<file path="src/logic/uce_pkg.sv">
`default_nettype none

package uce_pkg;

  localparam int paddr_width_c = 32;
  localparam int dword_width_c = 64;
  localparam int block_width_c = 128;
  localparam int assoc_c = 2;
  localparam int sets_c = 16;
  localparam int way_width_c = $clog2(assoc_c);
  localparam int index_width_c = $clog2(sets_c);
  localparam int block_offset_width_c = $clog2(block_width_c / 8);
  localparam int tag_width_c = paddr_width_c - index_width_c - block_offset_width_c;
  localparam int lce_id_width_c = 4;

  typedef enum logic [1:0] {e_miss_load, e_uc_load, e_uc_store, e_cache_clear} cache_req_type_e;

  typedef enum logic [1:0] {e_mem_rd, e_mem_wr, e_mem_uc_rd, e_mem_uc_wr} mem_msg_type_e;

  // Log2 of the byte count, a full block is e_size_16
  typedef enum logic [2:0] {
    e_size_1, e_size_2, e_size_4, e_size_8, e_size_16, e_size_32, e_size_64, e_size_128
  } size_e;

  typedef enum logic {e_tag_clear_set, e_tag_set_tag} tag_op_e;

  typedef enum logic {e_stat_clear_set} stat_op_e;

  typedef enum logic {e_data_write, e_data_uncached} data_op_e;

  typedef enum logic [1:0] {e_coh_i, e_coh_s, e_coh_e, e_coh_m} coh_state_e;

  typedef struct packed {
    cache_req_type_e            req_type;
    logic [paddr_width_c-1:0]   addr;
    size_e                      size;
    logic [dword_width_c-1:0]   data;
  } cache_req_t;

  typedef struct packed {
    logic [way_width_c-1:0] hit_or_repl_way;
  } cache_metadata_t;

  typedef struct packed {
    logic miss;
    logic uc_load;
    logic uc_store;
  } req_class_t;

  typedef struct packed {
    tag_op_e                    opcode;
    logic [index_width_c-1:0]   index;
    logic [way_width_c-1:0]     way_id;
    coh_state_e                 state;
    logic [tag_width_c-1:0]     tag;
  } tag_pkt_t;

  typedef struct packed {
    stat_op_e                   opcode;
    logic [index_width_c-1:0]   index;
  } stat_pkt_t;

  typedef struct packed {
    data_op_e                   opcode;
    logic [index_width_c-1:0]   index;
    logic [way_width_c-1:0]     way_id;
    logic [block_width_c-1:0]   data;
  } data_pkt_t;

  // The way travels with the read so the fill lands where the cache chose
  typedef struct packed {
    mem_msg_type_e              msg_type;
    logic [paddr_width_c-1:0]   addr;
    size_e                      size;
    logic [lce_id_width_c-1:0]  lce_id;
    logic [way_width_c-1:0]     way_id;
  } mem_hdr_t;

endpackage

`default_nettype wire

</file>
<file path="src/logic/uce.sv">
`timescale 1ns/1ps
`default_nettype none

module uce
  import uce_pkg::*;
  #(
    parameter int credits_p = 4
  )
  (
    input  logic                      clk_i,
    input  logic                      reset_i,
    input  logic [lce_id_width_c-1:0] lce_id_i,
    input  cache_req_t                cache_req_i,
    input  logic                      cache_req_v_i,
    output logic                      cache_req_yumi_o,
    input  cache_metadata_t           cache_metadata_i,
    input  logic                      cache_metadata_v_i,
    output tag_pkt_t                  tag_pkt_o,
    output logic                      tag_pkt_v_o,
    input  logic                      tag_pkt_yumi_i,
    output stat_pkt_t                 stat_pkt_o,
    output logic                      stat_pkt_v_o,
    input  logic                      stat_pkt_yumi_i,
    output data_pkt_t                 data_pkt_o,
    output logic                      data_pkt_v_o,
    input  logic                      data_pkt_yumi_i,
    output mem_hdr_t                  mem_cmd_hdr_o,
    output logic [block_width_c-1:0]  mem_cmd_data_o,
    output logic                      mem_cmd_v_o,
    input  logic                      mem_cmd_ready_and_i,
    input  mem_hdr_t                  mem_resp_hdr_i,
    input  logic [block_width_c-1:0]  mem_resp_data_i,
    input  logic                      mem_resp_v_i,
    output logic                      mem_resp_ready_and_o,
    output logic                      cache_req_busy_o,
    output logic                      cache_req_complete_o,
    output logic                      cache_req_critical_tag_o,
    output logic                      cache_req_critical_data_o,
    output logic                      cache_req_credits_full_o,
    output logic                      cache_req_credits_empty_o
  );

  cache_req_t req;
  logic req_v;
  cache_metadata_t metadata;
  logic metadata_v;
  req_class_t req_class;
  logic cmd_sent;
  logic resp_taken;

  assign cmd_sent   = mem_cmd_v_o & mem_cmd_ready_and_i;
  assign resp_taken = mem_resp_v_i & mem_resp_ready_and_o;

  uce_req_capture req_capture
  (
    .clk_i              (clk_i),
    .reset_i            (reset_i),
    .cache_req_i        (cache_req_i),
    .cache_req_yumi_i   (cache_req_yumi_o),
    .cache_metadata_i   (cache_metadata_i),
    .cache_metadata_v_i (cache_metadata_v_i),
    .req_complete_i     (cache_req_complete_o),
    .req_o              (req),
    .req_v_o            (req_v),
    .metadata_o         (metadata),
    .metadata_v_o       (metadata_v),
    .req_class_o        (req_class)
  );

  uce_credit_tracker #(.credits_p(credits_p)) credit_tracker
  (
    .clk_i           (clk_i),
    .reset_i         (reset_i),
    .cmd_sent_i      (cmd_sent),
    .resp_taken_i    (resp_taken),
    .credits_full_o  (cache_req_credits_full_o),
    .credits_empty_o (cache_req_credits_empty_o)
  );

  uce_fsm fsm
  (
    .clk_i                     (clk_i),
    .reset_i                   (reset_i),
    .lce_id_i                  (lce_id_i),
    .cache_req_v_i             (cache_req_v_i),
    .cache_req_type_i          (cache_req_i.req_type),
    .cache_req_yumi_o          (cache_req_yumi_o),
    .cache_req_busy_o          (cache_req_busy_o),
    .cache_req_complete_o      (cache_req_complete_o),
    .cache_req_critical_tag_o  (cache_req_critical_tag_o),
    .cache_req_critical_data_o (cache_req_critical_data_o),
    .req_i                     (req),
    .req_v_i                   (req_v),
    .metadata_i                (metadata),
    .metadata_v_i              (metadata_v),
    .req_class_i               (req_class),
    .credits_full_i            (cache_req_credits_full_o),
    .tag_pkt_o                 (tag_pkt_o),
    .tag_pkt_v_o               (tag_pkt_v_o),
    .tag_pkt_yumi_i            (tag_pkt_yumi_i),
    .stat_pkt_o                (stat_pkt_o),
    .stat_pkt_v_o              (stat_pkt_v_o),
    .stat_pkt_yumi_i           (stat_pkt_yumi_i),
    .data_pkt_o                (data_pkt_o),
    .data_pkt_v_o              (data_pkt_v_o),
    .data_pkt_yumi_i           (data_pkt_yumi_i),
    .mem_cmd_hdr_o             (mem_cmd_hdr_o),
    .mem_cmd_data_o            (mem_cmd_data_o),
    .mem_cmd_v_o               (mem_cmd_v_o),
    .mem_cmd_ready_and_i       (mem_cmd_ready_and_i),
    .mem_resp_hdr_i            (mem_resp_hdr_i),
    .mem_resp_data_i           (mem_resp_data_i),
    .mem_resp_v_i              (mem_resp_v_i),
    .mem_resp_ready_and_o      (mem_resp_ready_and_o)
  );

endmodule

`default_nettype wire

</file>
<file path="src/logic/uce_credit_tracker.sv">
`timescale 1ns/1ps
`default_nettype none

module uce_credit_tracker
  #(
    parameter int credits_p = 4
  )
  (
    input  logic clk_i,
    input  logic reset_i,
    input  logic cmd_sent_i,
    input  logic resp_taken_i,
    output logic credits_full_o,
    output logic credits_empty_o
  );

  localparam int count_width = $clog2(credits_p + 1);

  logic [count_width-1:0] count_r;
  logic inc;
  logic dec;

  assign inc = cmd_sent_i & ~credits_full_o;
  assign dec = resp_taken_i & ~credits_empty_o;

  always_ff @(posedge clk_i)
  begin
    if (reset_i)
      count_r <= '0;
    else if (inc & ~dec)
      count_r <= count_r + 1'b1;
    else if (dec & ~inc)
      count_r <= count_r - 1'b1;
  end

  assign credits_full_o  = (count_r == count_width'(credits_p));
  assign credits_empty_o = (count_r == '0);

endmodule

`default_nettype wire

</file>
<file path="src/logic/uce_fsm.sv">
`timescale 1ns/1ps
`default_nettype none

module uce_fsm
  import uce_pkg::*;
  (
    input  logic                      clk_i,
    input  logic                      reset_i,
    input  logic [lce_id_width_c-1:0] lce_id_i,
    input  logic                      cache_req_v_i,
    input  cache_req_type_e           cache_req_type_i,
    output logic                      cache_req_yumi_o,
    output logic                      cache_req_busy_o,
    output logic                      cache_req_complete_o,
    output logic                      cache_req_critical_tag_o,
    output logic                      cache_req_critical_data_o,
    input  cache_req_t                req_i,
    input  logic                      req_v_i,
    input  cache_metadata_t           metadata_i,
    input  logic                      metadata_v_i,
    input  req_class_t                req_class_i,
    input  logic                      credits_full_i,
    output tag_pkt_t                  tag_pkt_o,
    output logic                      tag_pkt_v_o,
    input  logic                      tag_pkt_yumi_i,
    output stat_pkt_t                 stat_pkt_o,
    output logic                      stat_pkt_v_o,
    input  logic                      stat_pkt_yumi_i,
    output data_pkt_t                 data_pkt_o,
    output logic                      data_pkt_v_o,
    input  logic                      data_pkt_yumi_i,
    output mem_hdr_t                  mem_cmd_hdr_o,
    output logic [block_width_c-1:0]  mem_cmd_data_o,
    output logic                      mem_cmd_v_o,
    input  logic                      mem_cmd_ready_and_i,
    input  mem_hdr_t                  mem_resp_hdr_i,
    input  logic [block_width_c-1:0]  mem_resp_data_i,
    input  logic                      mem_resp_v_i,
    output logic                      mem_resp_ready_and_o
  );

  localparam int dwords_per_block = block_width_c / dword_width_c;

  typedef enum logic [2:0] {
    e_reset, e_clear, e_ready, e_send, e_read_wait, e_uc_read_wait
  } state_e;

  state_e state_r;
  state_e state_n;

  logic [index_width_c-1:0] index_r;
  logic index_up;
  logic index_last;
  logic critical_pending_r;
  logic load_ready;
  logic read_resp_v;
  logic write_resp;
  logic read_taken;
  logic read_cmd_sent;
  logic [index_width_c-1:0] fill_index;
  logic [tag_width_c-1:0] fill_tag;

  assign index_last = (index_r == index_width_c'(sets_c - 1));

  assign fill_index = mem_resp_hdr_i.addr[block_offset_width_c +: index_width_c];
  assign fill_tag   = mem_resp_hdr_i.addr[block_offset_width_c + index_width_c +: tag_width_c];

  assign write_resp  = mem_resp_hdr_i.msg_type inside {e_mem_wr, e_mem_uc_wr};
  assign read_resp_v = mem_resp_v_i & (mem_resp_hdr_i.msg_type inside {e_mem_rd, e_mem_uc_rd});
  assign read_taken  = read_resp_v & load_ready;

  // Store acks drain whenever they arrive
  assign mem_resp_ready_and_o = write_resp | load_ready;

  assign read_cmd_sent = (state_r == e_send) & mem_cmd_v_o & mem_cmd_ready_and_i
                         & (req_class_i.miss | req_class_i.uc_load);

  assign cache_req_busy_o = (state_r == e_reset) | (state_r == e_clear) | credits_full_i;
  assign cache_req_critical_tag_o = tag_pkt_v_o & tag_pkt_yumi_i & (tag_pkt_o.opcode == e_tag_set_tag);
  assign cache_req_critical_data_o = critical_pending_r & read_taken;

  always_comb
  begin
    state_n = state_r;
    cache_req_yumi_o = 1'b0;
    cache_req_complete_o = 1'b0;
    index_up = 1'b0;
    load_ready = 1'b0;
    tag_pkt_o = '0;
    tag_pkt_v_o = 1'b0;
    stat_pkt_o = '0;
    stat_pkt_v_o = 1'b0;
    data_pkt_o = '0;
    data_pkt_v_o = 1'b0;
    mem_cmd_hdr_o = '0;
    mem_cmd_data_o = '0;
    mem_cmd_v_o = 1'b0;

    unique case (state_r)
      e_reset:
      begin
        state_n = e_clear;
      end
      e_clear:
      begin
        tag_pkt_o.opcode = e_tag_clear_set;
        tag_pkt_o.index = index_r;
        tag_pkt_v_o = 1'b1;
        stat_pkt_o.opcode = e_stat_clear_set;
        stat_pkt_o.index = index_r;
        stat_pkt_v_o = 1'b1;
        index_up = tag_pkt_yumi_i & stat_pkt_yumi_i;
        cache_req_complete_o = index_up & index_last;
        if (cache_req_complete_o)
          state_n = e_ready;
      end
      e_ready:
      begin
        cache_req_yumi_o = cache_req_v_i & ~req_v_i;
        if (cache_req_yumi_o)
          state_n = (cache_req_type_i == e_cache_clear) ? e_clear : e_send;
      end
      e_send:
      begin
        mem_cmd_hdr_o.lce_id = lce_id_i;
        if (req_class_i.miss)
        begin
          mem_cmd_hdr_o.msg_type = e_mem_rd;
          mem_cmd_hdr_o.addr = {req_i.addr[paddr_width_c-1:block_offset_width_c],
                                {block_offset_width_c{1'b0}}};
          mem_cmd_hdr_o.size = e_size_16;
          mem_cmd_hdr_o.way_id = metadata_i.hit_or_repl_way;
          mem_cmd_v_o = metadata_v_i & ~credits_full_i;
        end
        else
        begin
          mem_cmd_hdr_o.msg_type = req_class_i.uc_load ? e_mem_uc_rd : e_mem_uc_wr;
          mem_cmd_hdr_o.addr = req_i.addr;
          mem_cmd_hdr_o.size = req_i.size;
          mem_cmd_data_o = {dwords_per_block{req_i.data}};
          mem_cmd_v_o = req_v_i & ~credits_full_i;
        end
        if (mem_cmd_v_o & mem_cmd_ready_and_i)
        begin
          cache_req_complete_o = req_class_i.uc_store;
          state_n = req_class_i.miss ? e_read_wait
                  : req_class_i.uc_load ? e_uc_read_wait : e_ready;
        end
      end
      e_read_wait:
      begin
        tag_pkt_o.opcode = e_tag_set_tag;
        tag_pkt_o.index = fill_index;
        tag_pkt_o.way_id = mem_resp_hdr_i.way_id;
        tag_pkt_o.state = e_coh_m;
        tag_pkt_o.tag = fill_tag;
        tag_pkt_v_o = read_resp_v;
        data_pkt_o.opcode = e_data_write;
        data_pkt_o.index = fill_index;
        data_pkt_o.way_id = mem_resp_hdr_i.way_id;
        data_pkt_o.data = mem_resp_data_i;
        data_pkt_v_o = read_resp_v;
        load_ready = read_resp_v & tag_pkt_yumi_i & data_pkt_yumi_i;
        cache_req_complete_o = load_ready;
        if (load_ready)
          state_n = e_ready;
      end
      e_uc_read_wait:
      begin
        data_pkt_o.opcode = e_data_uncached;
        data_pkt_o.data = {dwords_per_block{mem_resp_data_i[dword_width_c-1:0]}};
        data_pkt_v_o = read_resp_v;
        load_ready = read_resp_v & data_pkt_yumi_i;
        cache_req_complete_o = load_ready;
        if (load_ready)
          state_n = e_ready;
      end
      default:
      begin
        state_n = e_reset;
      end
    endcase
  end

  always_ff @(posedge clk_i)
  begin
    if (reset_i)
      state_r <= e_reset;
    else
      state_r <= state_n;
  end

  // Wraps to zero so that a later clear request sweeps from the first set
  always_ff @(posedge clk_i)
  begin
    if (reset_i)
      index_r <= '0;
    else if (index_up)
      index_r <= index_last ? '0 : index_r + 1'b1;
  end

  always_ff @(posedge clk_i)
  begin
    if (reset_i)
      critical_pending_r <= 1'b0;
    else if (read_cmd_sent)
      critical_pending_r <= 1'b1;
    else if (read_taken)
      critical_pending_r <= 1'b0;
  end

endmodule

`default_nettype wire

</file>
<file path="src/logic/uce_req_capture.sv">
`timescale 1ns/1ps
`default_nettype none

module uce_req_capture
  import uce_pkg::*;
  (
    input  logic            clk_i,
    input  logic            reset_i,
    input  cache_req_t      cache_req_i,
    input  logic            cache_req_yumi_i,
    input  cache_metadata_t cache_metadata_i,
    input  logic            cache_metadata_v_i,
    input  logic            req_complete_i,
    output cache_req_t      req_o,
    output logic            req_v_o,
    output cache_metadata_t metadata_o,
    output logic            metadata_v_o,
    output req_class_t      req_class_o
  );

  always_ff @(posedge clk_i)
  begin
    if (cache_req_yumi_i)
      req_o <= cache_req_i;
    if (cache_metadata_v_i)
      metadata_o <= cache_metadata_i;
  end

  always_ff @(posedge clk_i)
  begin
    if (reset_i)
      req_v_o <= 1'b0;
    else if (cache_req_yumi_i)
      req_v_o <= 1'b1;
    else if (req_complete_i)
      req_v_o <= 1'b0;
  end

  // Metadata may be strobed in the acceptance cycle, so a strobe beats the clear
  always_ff @(posedge clk_i)
  begin
    if (reset_i)
      metadata_v_o <= 1'b0;
    else if (cache_metadata_v_i)
      metadata_v_o <= 1'b1;
    else if (cache_req_yumi_i)
      metadata_v_o <= 1'b0;
  end

  assign req_class_o.miss     = req_v_o & (req_o.req_type == e_miss_load);
  assign req_class_o.uc_load  = req_v_o & (req_o.req_type == e_uc_load);
  assign req_class_o.uc_store = req_v_o & (req_o.req_type == e_uc_store);

endmodule

`default_nettype wire

</file>
<file path="config.mk">
export PLATFORM = sky130hd
export DESIGN_NAME = uce
export DESIGN_NICKNAME = d
export VERILOG_FILES = /design/src/logic/uce_pkg.sv /design/src/logic/uce.sv /design/src/logic/uce_credit_tracker.sv /design/src/logic/uce_fsm.sv /design/src/logic/uce_req_capture.sv
export SDC_FILE = /design/constraint.sdc
export NUM_CORES = 1
export LEC_CHECK = 0
export BUFFER_PORTS_ARGS = -buffer_cell sky130_fd_sc_hd__buf_4
export CAP_MARGIN = 10
export CORE_AREA = 2 2 245 247
export DETAILED_ROUTE_END_ITERATION = 8
export DIE_AREA = 0 0 247 249
export GPL_TIMING_DRIVEN = 0
export REMOVE_ABC_BUFFERS = 1
export SLEW_MARGIN = 10
export SYNTH_ARGS = -nofsm -noshare
export SYNTH_HDL_FRONTEND = slang
export SYNTH_SLANG_ARGS = --single-unit
</file>
<file path="constraint.sdc">
create_clock -name clk_i -period 3.8 [get_ports clk_i]
set_input_delay 0.38 -clock clk_i [delete_from_list [all_inputs] [get_ports clk_i]]
set_output_delay 0.38 -clock clk_i [all_outputs]
set_load 0.01 [all_outputs]
</file>
==> results of run 1 <==
==> path summary, 6_finish.rpt <==
| path | start | depth (start not counted) | endpoint | slack (ns) |
|---|---|---|---|---|
| setup / recovery | fsm.state_r[1] | 5 | mem_cmd_data_o[38] | 0.65 |
| hold / removal | cache_req_i[85] | 1 | req_capture.req_o[85] | 0.1 |
| setup reg to reg | fsm.state_r[1] | 11 | credit_tracker.count_r[2] | 0.72 |
| hold reg to reg | fsm.critical_pending_r | 2 | fsm.critical_pending_r | 0.46 |
==> power by group <==
part	total (mW)	leakage, nW	internal (mW)	switching [mW]
clock network	1.69	0.294	1.03	0.661
registers	1.55	1.04	1.48	0.0663
logic	1.02	4.60	0.533	0.485
total	4.26	5.93	3.05	1.21
==> cells in the mapped netlist (all sizes together) <==
library cell	n
and2	174
edfxtp	102
buf	90
nor2	80
mux2i	66
and3	33
clkbuf	21
dfxtp	13
nand2	9
a21oi	8
nand3	6
inv	5
nand2b	5
o21ai	4
or2	4
a211oi	3
nand3b	3
nor3	3
xor2	3
a21boi	2
ha	2
o22ai	2
or3b	2
a22oi	1
a311o	1
a31oi	1
and2b	1
and3b	1
conb	1
fa	1
nand4	1
nor2b	1
nor3b	1
o2111ai	1
o211ai	1
o21a	1
o221ai	1
o31a	1
or3	1
or4b	1
==> final cells by class <==
class | instances | area (sq um)
inverters | 5 | 23.8
diodes | 4 | 10.0
multi-input cells | 426 | 2780
clock inverters | 15 | 176
clock buffers | 17 | 425
fillers | 6386 | 46200
flip-flops and latches | 115 | 3330
repair buffers | 628 | 4780
well taps | 773 | 967
==> routing by layer <==
layer	wire, um	share of wire, %	track usage [%]
met3	3440	10	4.09
met2	16500	50	17.7
met1	12300	37	10.6
met4	696	2.1	3.77
met5	81	0.25	0
==> flip-flops by register name, indices dropped and copies added, names as in the netlist <==
name,cells
req_capture.req_o,101
req_capture.req_v_o,1
fsm.critical_pending_r,1
req_capture.metadata_v_o,1
req_capture.metadata_o,1
fsm.state_r,3
fsm.index_r,4
credit_tracker.count_r,3
==> through the flow <==
stage	utilization [%]	std cells	hold slack [ns]	setup slack (ns)	instance area, sq um
3_5_place_dp	20.2	1947	0.448	0.672	11900
3_3_place_gp	20.0	1943	0.451	-3.55	11800
4_1_cts	21.3	1979	0.0422	0.401	12500
2_1_floorplan	-	546	0.426	-0.985	6100
5_1_grt	21.3	1982	0.0664	0.381	12500
6_report	21.3	1983	0.0998	0.654	12500
==> worst max-delay path, stage by stage, from the launching register on <==
cell and delay, ns:
dfxtp_1 0.69, nand3b_1 0.41, nor2_4 0.50, buf_12 0.25, and2_1 0.28, buf_4 0.16
==> kinds of logic (layout without fill, tap and decap cells) <==
group | Yosys count | in the layout | synth area share, %
compound gates | 27 | 27 | 2.75
xor+xnor | 3 | 3 | 0.385
buf+inv | 116 | 665 | 10.8
mux | 66 | 66 | 9.69
flops | 115 | 115 | 48.7
simple gates | 326 | 326 | 26.9
fa+ha+maj | 3 | 3 | 0.661
other cells | 1 | 5 | 0.0550
==> results.cfg, run 1 <==
[routing]
via_count = 6841
ant_nets = 0
drt_wl_total_mm = 33.0
drc_errors = 0
vias_per_cell = 3.45
first_pass_iters = 6
drt_iter0_drc = 260
wl_per_cell_um = 16.6

[layout]
final_cell_mix = buf_4 (624), and2_1 (174), edfxtp_1 (102)
fin_nets = 1481
drive_gt1_share_pct = 55.7
syn_to_final_growth_pct = 83.1
final_common_cell = buf_4

[clocking]
htree_levels = 4
clockBufferDepth = 2
clkTransAtPathRegs_ns = 0.06
post_cts_resize_count = 0
post_cts_buffers = 0
cts_sinks = 115
holdBufCountCts = 0
cts_buffers = 17
cts_tree = done
clkLatencyLatePin_ns = 0.45
cts_root_buffer = clkbuf_16

[placed_design]
dp_hpwl_mm = 27.1
place_congestion = 0.792
port_buffers = 624

[synthesis]
syn_area_sq_um = 6820
ys_ff_latch = 115
ys_seq_area_share_pct = 48.7
synth_area_leaders = edfxtp_1 (45%), and2_1 (16%), mux2i_1 (9.7%)
synth_cell_types = 46
synth_top_area_share_pct = 44.9
yosys_warnings = 0
syn_inst = 657
avgSynthCellArea_sq_um = 10.4
yosysTopAreaCell = edfxtp_1

[timing]
finalMaxSlewViolations = 0
clock_skew_ns = 0.0160
rsz0062_at_grt = false
fmax_ghz = 0.318
fin_crit_sh_pct = 82.8
hold_violations = 0
final.min_clock_period_ns = 3.15
slew_headroom_pct = 44.3
setup_viol = 0
tightest_slew_ns = 0.832
fin_setup_tns_ns = 0

[global_route]
grt_pass1_wl_mm = 44.3
grt_pass1_vias = 6786
grt_usage_pct = 10.0
grt_max_degree = 69
overflow = 0
antenna_found_initial = 10

[outcome]
status = finished clean

[power]
vdd_ir_drop_max_uv = 298
leakagePower_nw = 5.93
power_density_nw_per_um2 = 341
total_power_mw = 4.26

[critical_path]
critical_path_class = flop to output port
arrival_ns = 2.77
cp-end-kind = output port
cp_max_fo = 52
cp.required_ns = 3.42
cp-start-kind = flop

[floorplan]
fp.dieW_um = 247
floorplan.initialDensity_pct = 11.6
die_h_um = 249
core_sq_um = 58700
io_pins = 638
rows = 89
die_area_sq_um = 61500

[worst_hold_path]
hp-class = input pin to flop

[run]
max-cap-violations = 0
No activity file was read; power rests on OpenSTA's default activity.
==> run 2: changes to the inputs <==
Clock period 3.8 ns to 3.2 ns, I/O delays scaled along.
==> run 2 against run 1 <==
Combinational power up 27%. Register-to-register slack worse by 0.41 ns. Cell area up 6.4%. Die area unchanged. Non-clock buffer count up 78. Via count up 4.2%.
==> results.cfg, run 2 (same netlist as run 1, synthesis figures left out) <==
[layout]
top_regs = req_capture.req_o: 101 flops, fsm.index_r: 4 flops
largest_register_ffs = 101
syn_to_final_growth_pct = 94.9
n_fill_cell = 6301
design_area_sq_um = 13300
final_cell_mix = buf_4 (627), and2_1 (174), edfxtp_1 (102)
regMostFlops = req_capture.req_o
fin_nets = 1561
final_common_cell = buf_4
post_layout_nonfiller_instances = 2065
drive_gt1_share_pct = 52.7

[routing]
wl_per_cell_um = 16.6
wl_met2_mm = 17.8
highest_layer = met5
first_pass_iters = 4
drc_errors = 0
drt_iter0_drc = 268
drt_wl_total_mm = 34.3
vias_per_cell = 3.45
ant_nets = 0
wl_met1_mm = 12.7
wl_met3_mm = 3.34
via_count = 7131

[timing]
rsz0062_at_grt = false
hold_violations = 0
clock_skew_ns = 0.0279
tightest_slew_ns = 0.824
finalMaxSlewViolations = 0
slew_headroom_pct = 45.0
hold_ws_ns = 0.0400
final.min_clock_period_ns = 2.89
setup_viol = 0
fin_crit_sh_pct = 90.3
fmax_ghz = 0.346

[critical_path]
cp-start-kind = flop
crit_chain = and2b_4, buf_12, o2111ai_2, nand2b_1, nand3b_1, ha_1, inv_1, fa_1, xor2_1, or3_1, a21oi_1
path_buf_inv = 2
max_stage_delay_ns = 0.57
cp_max_fo = 61
critical_path_class = flop to flop
crit_slowest_cell = dfxtp_2
cp.required_ns = 3.57
cp-end-kind = flop
arrival_ns = 3.26
critPathTopFamily = simple AND/OR/NAND/NOR gates

[placed_design]
dp_hpwl_mm = 27.1
place_area_sq_um = 11900
place_congestion = 0.792
port_buffers = 624
placedCellCount = 1947

[clocking]
cts_root_buffer = clkbuf_16
cts_tree = done
clkLatencyLatePin_ns = 0.46
clockBufferDepth = 2
clkTransAtPathRegs_ns = 0.06
cts_buffers = 17
cts_sinks = 115
htree_levels = 4

[worst_hold_path]
hp-class = input pin to flop

[power]
vdd_ir_drop_max_uv = 358
switchingPower_mw = 1.47
power.share.clock_pct = 39.0
power_density_nw_per_um2 = 388
p_int_mw = 3.69
p_comb_share_pct = 25.2
seqPwrFrac_pct = 35.8
swShare_pct = 28.5
leakagePower_nw = 6.27

[global_route]
overflow = 0
grt_pass1_vias = 7202
grt_usage_pct = 10.4
grt_max_degree = 69
antenna_found_initial = 11
grt_pass1_wl_mm = 46.2

[floorplan]
core_sq_um = 58700
die_area_sq_um = 61500
die_h_um = 249
rows = 89
io_pins = 638
fp.dieW_um = 247
floorplan.initialDensity_pct = 11.6

[run]
max-cap-violations = 0

[outcome]
status = finished clean
## run 2: what timing repair did
item,in CTS,in global routing
buffers inserted,3,0
gates cloned,1,1
hold buffers,75,0
hold endpoints to repair,75,0
pin swaps,2,0
setup endpoints to repair,3,2
resized for setup,1,3
## run 2: final cells by class
type | instances | area, sq um | share of cell area, %
timing repair buffer | 706 | 5550 | 41.8
sequential | 115 | 3330 | 25.1
multi-input combinational | 428 | 2800 | 21.0
tap | 773 | 967 | 7.28
clock buffer | 17 | 425 | 3.20
clock inverter | 15 | 176 | 1.33
inverter | 5 | 23.8 | 0.179
antenna | 6 | 15.0 | 0.113
## run 2: final timing paths
kind	startpoint	end	slack [ns]	depth (start not counted)
worst max-delay path	fsm.state_r[1]	credit_tracker.count_r[2]	0.31	11
worst min-delay path	cache_req_i[80]	req_capture.req_o[80]	0.04	1
worst max register to register	fsm.state_r[1]	credit_tracker.count_r[2]	0.31	11
worst min register to register	fsm.critical_pending_r	fsm.critical_pending_r	0.46	2
## run 2: routing by layer
layer / GRT usage (%) / up-vias
li1: - / 3395
met1: 10.9 / 3330
met2: 18.4 / 362
met3: 4.07 / 34
met4: 4.04 / 10
met5: 0 / -
## run 2: power groups by stage
stage / logic [mW] / clock network, mW / registers (mW)
2_1_floorplan: 0.487 / 0 / 1.89
3_3_place_gp: 1.18 / 0 / 1.94
3_5_place_dp: 1.23 / 0 / 1.87
4_1_cts: 1.32 / 2.11 / 1.84
5_1_grt: 1.41 / 2.14 / 1.86
6_report: 1.30 / 2.01 / 1.84
## run 2: stage by stage
stage / total power, mW / setup TNS [ns] / util [%] / setup slack [ns]
after floorplan: 2.37 / -425.98 / - / -1.58
after global placement: 3.12 / -1170.71 / 20.0 / -4.09
after detailed placement: 3.10 / 0 / 20.2 / 0.0718
after CTS: 5.27 / 0 / 22.6 / 0.0582
after global routing: 5.41 / 0 / 22.6 / 0.0563
final: 5.16 / 0 / 22.6 / 0.311
==> run 3: changes to the inputs <==
--- a/config.mk
+++ b/config.mk
@@ -9,4 +9,5 @@
 export CAP_MARGIN = 10
 export CORE_AREA = 2 2 245 247
+export CTS_CLUSTER_DIAMETER = 30
 export DETAILED_ROUTE_END_ITERATION = 8
 export DIE_AREA = 0 0 247 249
==> constraint.sdc (replaced) <==
create_clock -name clk_i -period 3.2 [get_ports clk_i]
set_input_delay 0 -clock clk_i [delete_from_list [all_inputs] [get_ports clk_i]]
set_output_delay 0 -clock clk_i [all_outputs]
set_load 0.01 [all_outputs]
==> run 3 against run 2 <==
Final cell count rose by 1.5%. Largest power group unchanged. Combinational power about the same. Utilization grew 0.52 points. Maximum frequency shrank 1.8%. Critical endpoint unchanged. Cell area increased by 2.3%. Critical path type unchanged. Total power is 0.63% higher.
==> results.cfg, run 3 (same netlist as run 1, synthesis figures left out) <==
[outcome]
status = finished clean

[timing]
setup_viol = 0
tightest_slew_ns = 0.840
fin_crit_sh_pct = 92.0
hold_ws_ns = 0.0425
finalMaxSlewViolations = 0
fmax_ghz = 0.340
hold_violations = 0
clock_skew_ns = 0.0267
rsz0062_at_grt = false
setup_slack_ns = 0.257
final.min_clock_period_ns = 2.94
slew_headroom_pct = 43.7
fin_setup_tns_ns = 0

[floorplan]
die_h_um = 249
floorplan.initialDensity_pct = 11.6
io_pins = 638
core_sq_um = 58700
rows = 89
fp.dieW_um = 247
die_area_sq_um = 61500

[critical_path]
rrSetupSlack_ns = 0.26
critPathLaunch = fsm.state_r[0]
arrival_ns = 3.31
crit_slowest_cell = dfxtp_4
worstSetupEndpoint = credit_tracker.count_r[2]
cp_max_fo = 28
r2r_cells = 8
rr_endpoint = credit_tracker.count_r[2]
reg2reg_from = fsm.state_r[0]
critPathTopFamily = simple AND/OR/NAND/NOR gates
crit_cells = 8
cp-end-kind = flop
path_buf_inv = 1
critical_path_class = flop to flop
cp.required_ns = 3.57
crit_chain = nand3b_1, nor3_1, ha_1, inv_1, fa_1, xor2_1, or3_1, a21oi_1
cp-start-kind = flop
max_stage_delay_ns = 0.68

[power]
p_comb_share_pct = 25.7
p_int_mw = 3.71
swShare_pct = 28.6
switchingPower_mw = 1.48
power_density_nw_per_um2 = 382
power.share.clock_pct = 38.8
vdd_ir_drop_max_uv = 366
leakagePower_nw = 6.40
seqPwrFrac_pct = 35.5

[routing]
vias_per_cell = 3.47
drt_wl_total_mm = 34.7
drc_errors = 0
ant_nets = 0
drt_iter0_drc = 280
via_count = 7266
first_pass_iters = 4
wl_per_cell_um = 16.6

[placed_design]
dp_hpwl_mm = 27.1
place_congestion = 0.792
placedCellCount = 1947
port_buffers = 624
dpl_worst_slack_ns = 0.0718

[global_route]
grt_usage_pct = 10.5
grt_pass1_wl_mm = 46.9
grt_pass1_vias = 7364
antenna_found_initial = 13
overflow = 0
grt_max_degree = 69

[clocking]
clkTransAtPathRegs_ns = 0.06
clockBufferDepth = 2
cts_sinks = 115
cts_tree = done
cts_buffers = 17
clkLatencyLatePin_ns = 0.46
htree_levels = 4
cts_root_buffer = clkbuf_16

[layout]
syn_to_final_growth_pct = 99.4
n_fill_cell = 6273
final_cell_mix = buf_4 (624), and2_1 (174), dlygate4sd3_1 (109)
fin_util_pct = 23.2
drive_gt1_share_pct = 51.2
post_layout_nonfiller_instances = 2096
top_regs = req_capture.req_o: 101 flops, fsm.index_r: 4 flops
final_common_cell = buf_4
fin_nets = 1591
regArea_sq_um = 3330
multi_input_area_sq_um = 2780
regMostFlops = req_capture.req_o
largest_register_ffs = 101

[run]
max-cap-violations = 0

[worst_hold_path]
hp-class = input pin to flop
-- run 3: timing repair --
action	in CTS	in global routing
endpoints found under the hold margin	116	0
setup buffers	0	0
hold buffers	109	0
resized for setup	0	2
setup endpoints to repair	0	1
-- run 3: worst min-delay path, cell delays in order --
cell and delay [ns]:
buf_4 0.15, o211ai_1 0.14, nand2_1 0.09, a21oi_1 0.06
-- run 3: layer usage --
metal	part of all wire, %	global-route usage (%)	vias to the layer above
li1	-	-	3456
met1	37	11.1	3387
met2	51	18.6	376
met3	9.4	4.01	35
met4	1.5	4.04	12
met5	0.24	0	-
-- run 3: cell type report --
cell class | count | area share, %
Sequential cell | 115 | 24.5
Inverter | 5 | 0.175
Clock inverter | 15 | 1.30
Multi-Input combinational cell | 427 | 20.5
Clock buffer | 17 | 3.13
Timing Repair Buffer | 737 | 43.2
Antenna cell | 7 | 0.129
Tap cell | 773 | 7.12
-- run 3: how the worst min path moves through the flow --
stage / slack [ns] / cells after the start / end / from
after floorplan: 0.07 / 1 / credit_tracker.count_r[2] / reset_i
final: 0.04 / 4 / fsm.state_r[2] / tag_pkt_yumi_i
after global routing: 0.07 / 4 / fsm.state_r[2] / tag_pkt_yumi_i
after global placement: 0.18 / 1 / req_capture.req_o[39] / cache_req_i[39]
after CTS: 0.008 / 4 / fsm.state_r[2] / tag_pkt_yumi_i
after detailed placement: 0.18 / 1 / req_capture.req_o[33] / cache_req_i[33]
-- run 3: power groups by stage --
stage	clock, mW	combinational [mW]	sequential [mW]
6_report	2.01	1.33	1.84
5_1_grt	2.15	1.43	1.86
4_1_cts	2.11	1.34	1.84
3_5_place_dp	0	1.23	1.87
3_3_place_gp	0	1.18	1.94
2_1_floorplan	0	0.487	1.89
-- run 3: through the flow --
step	cell area, sq um	power (mW)
2_1_floorplan	6100	2.37
3_3_place_gp	11800	3.12
3_5_place_dp	11900	3.10
4_1_cts	13600	5.29
5_1_grt	13600	5.44
6_report	13600	5.19
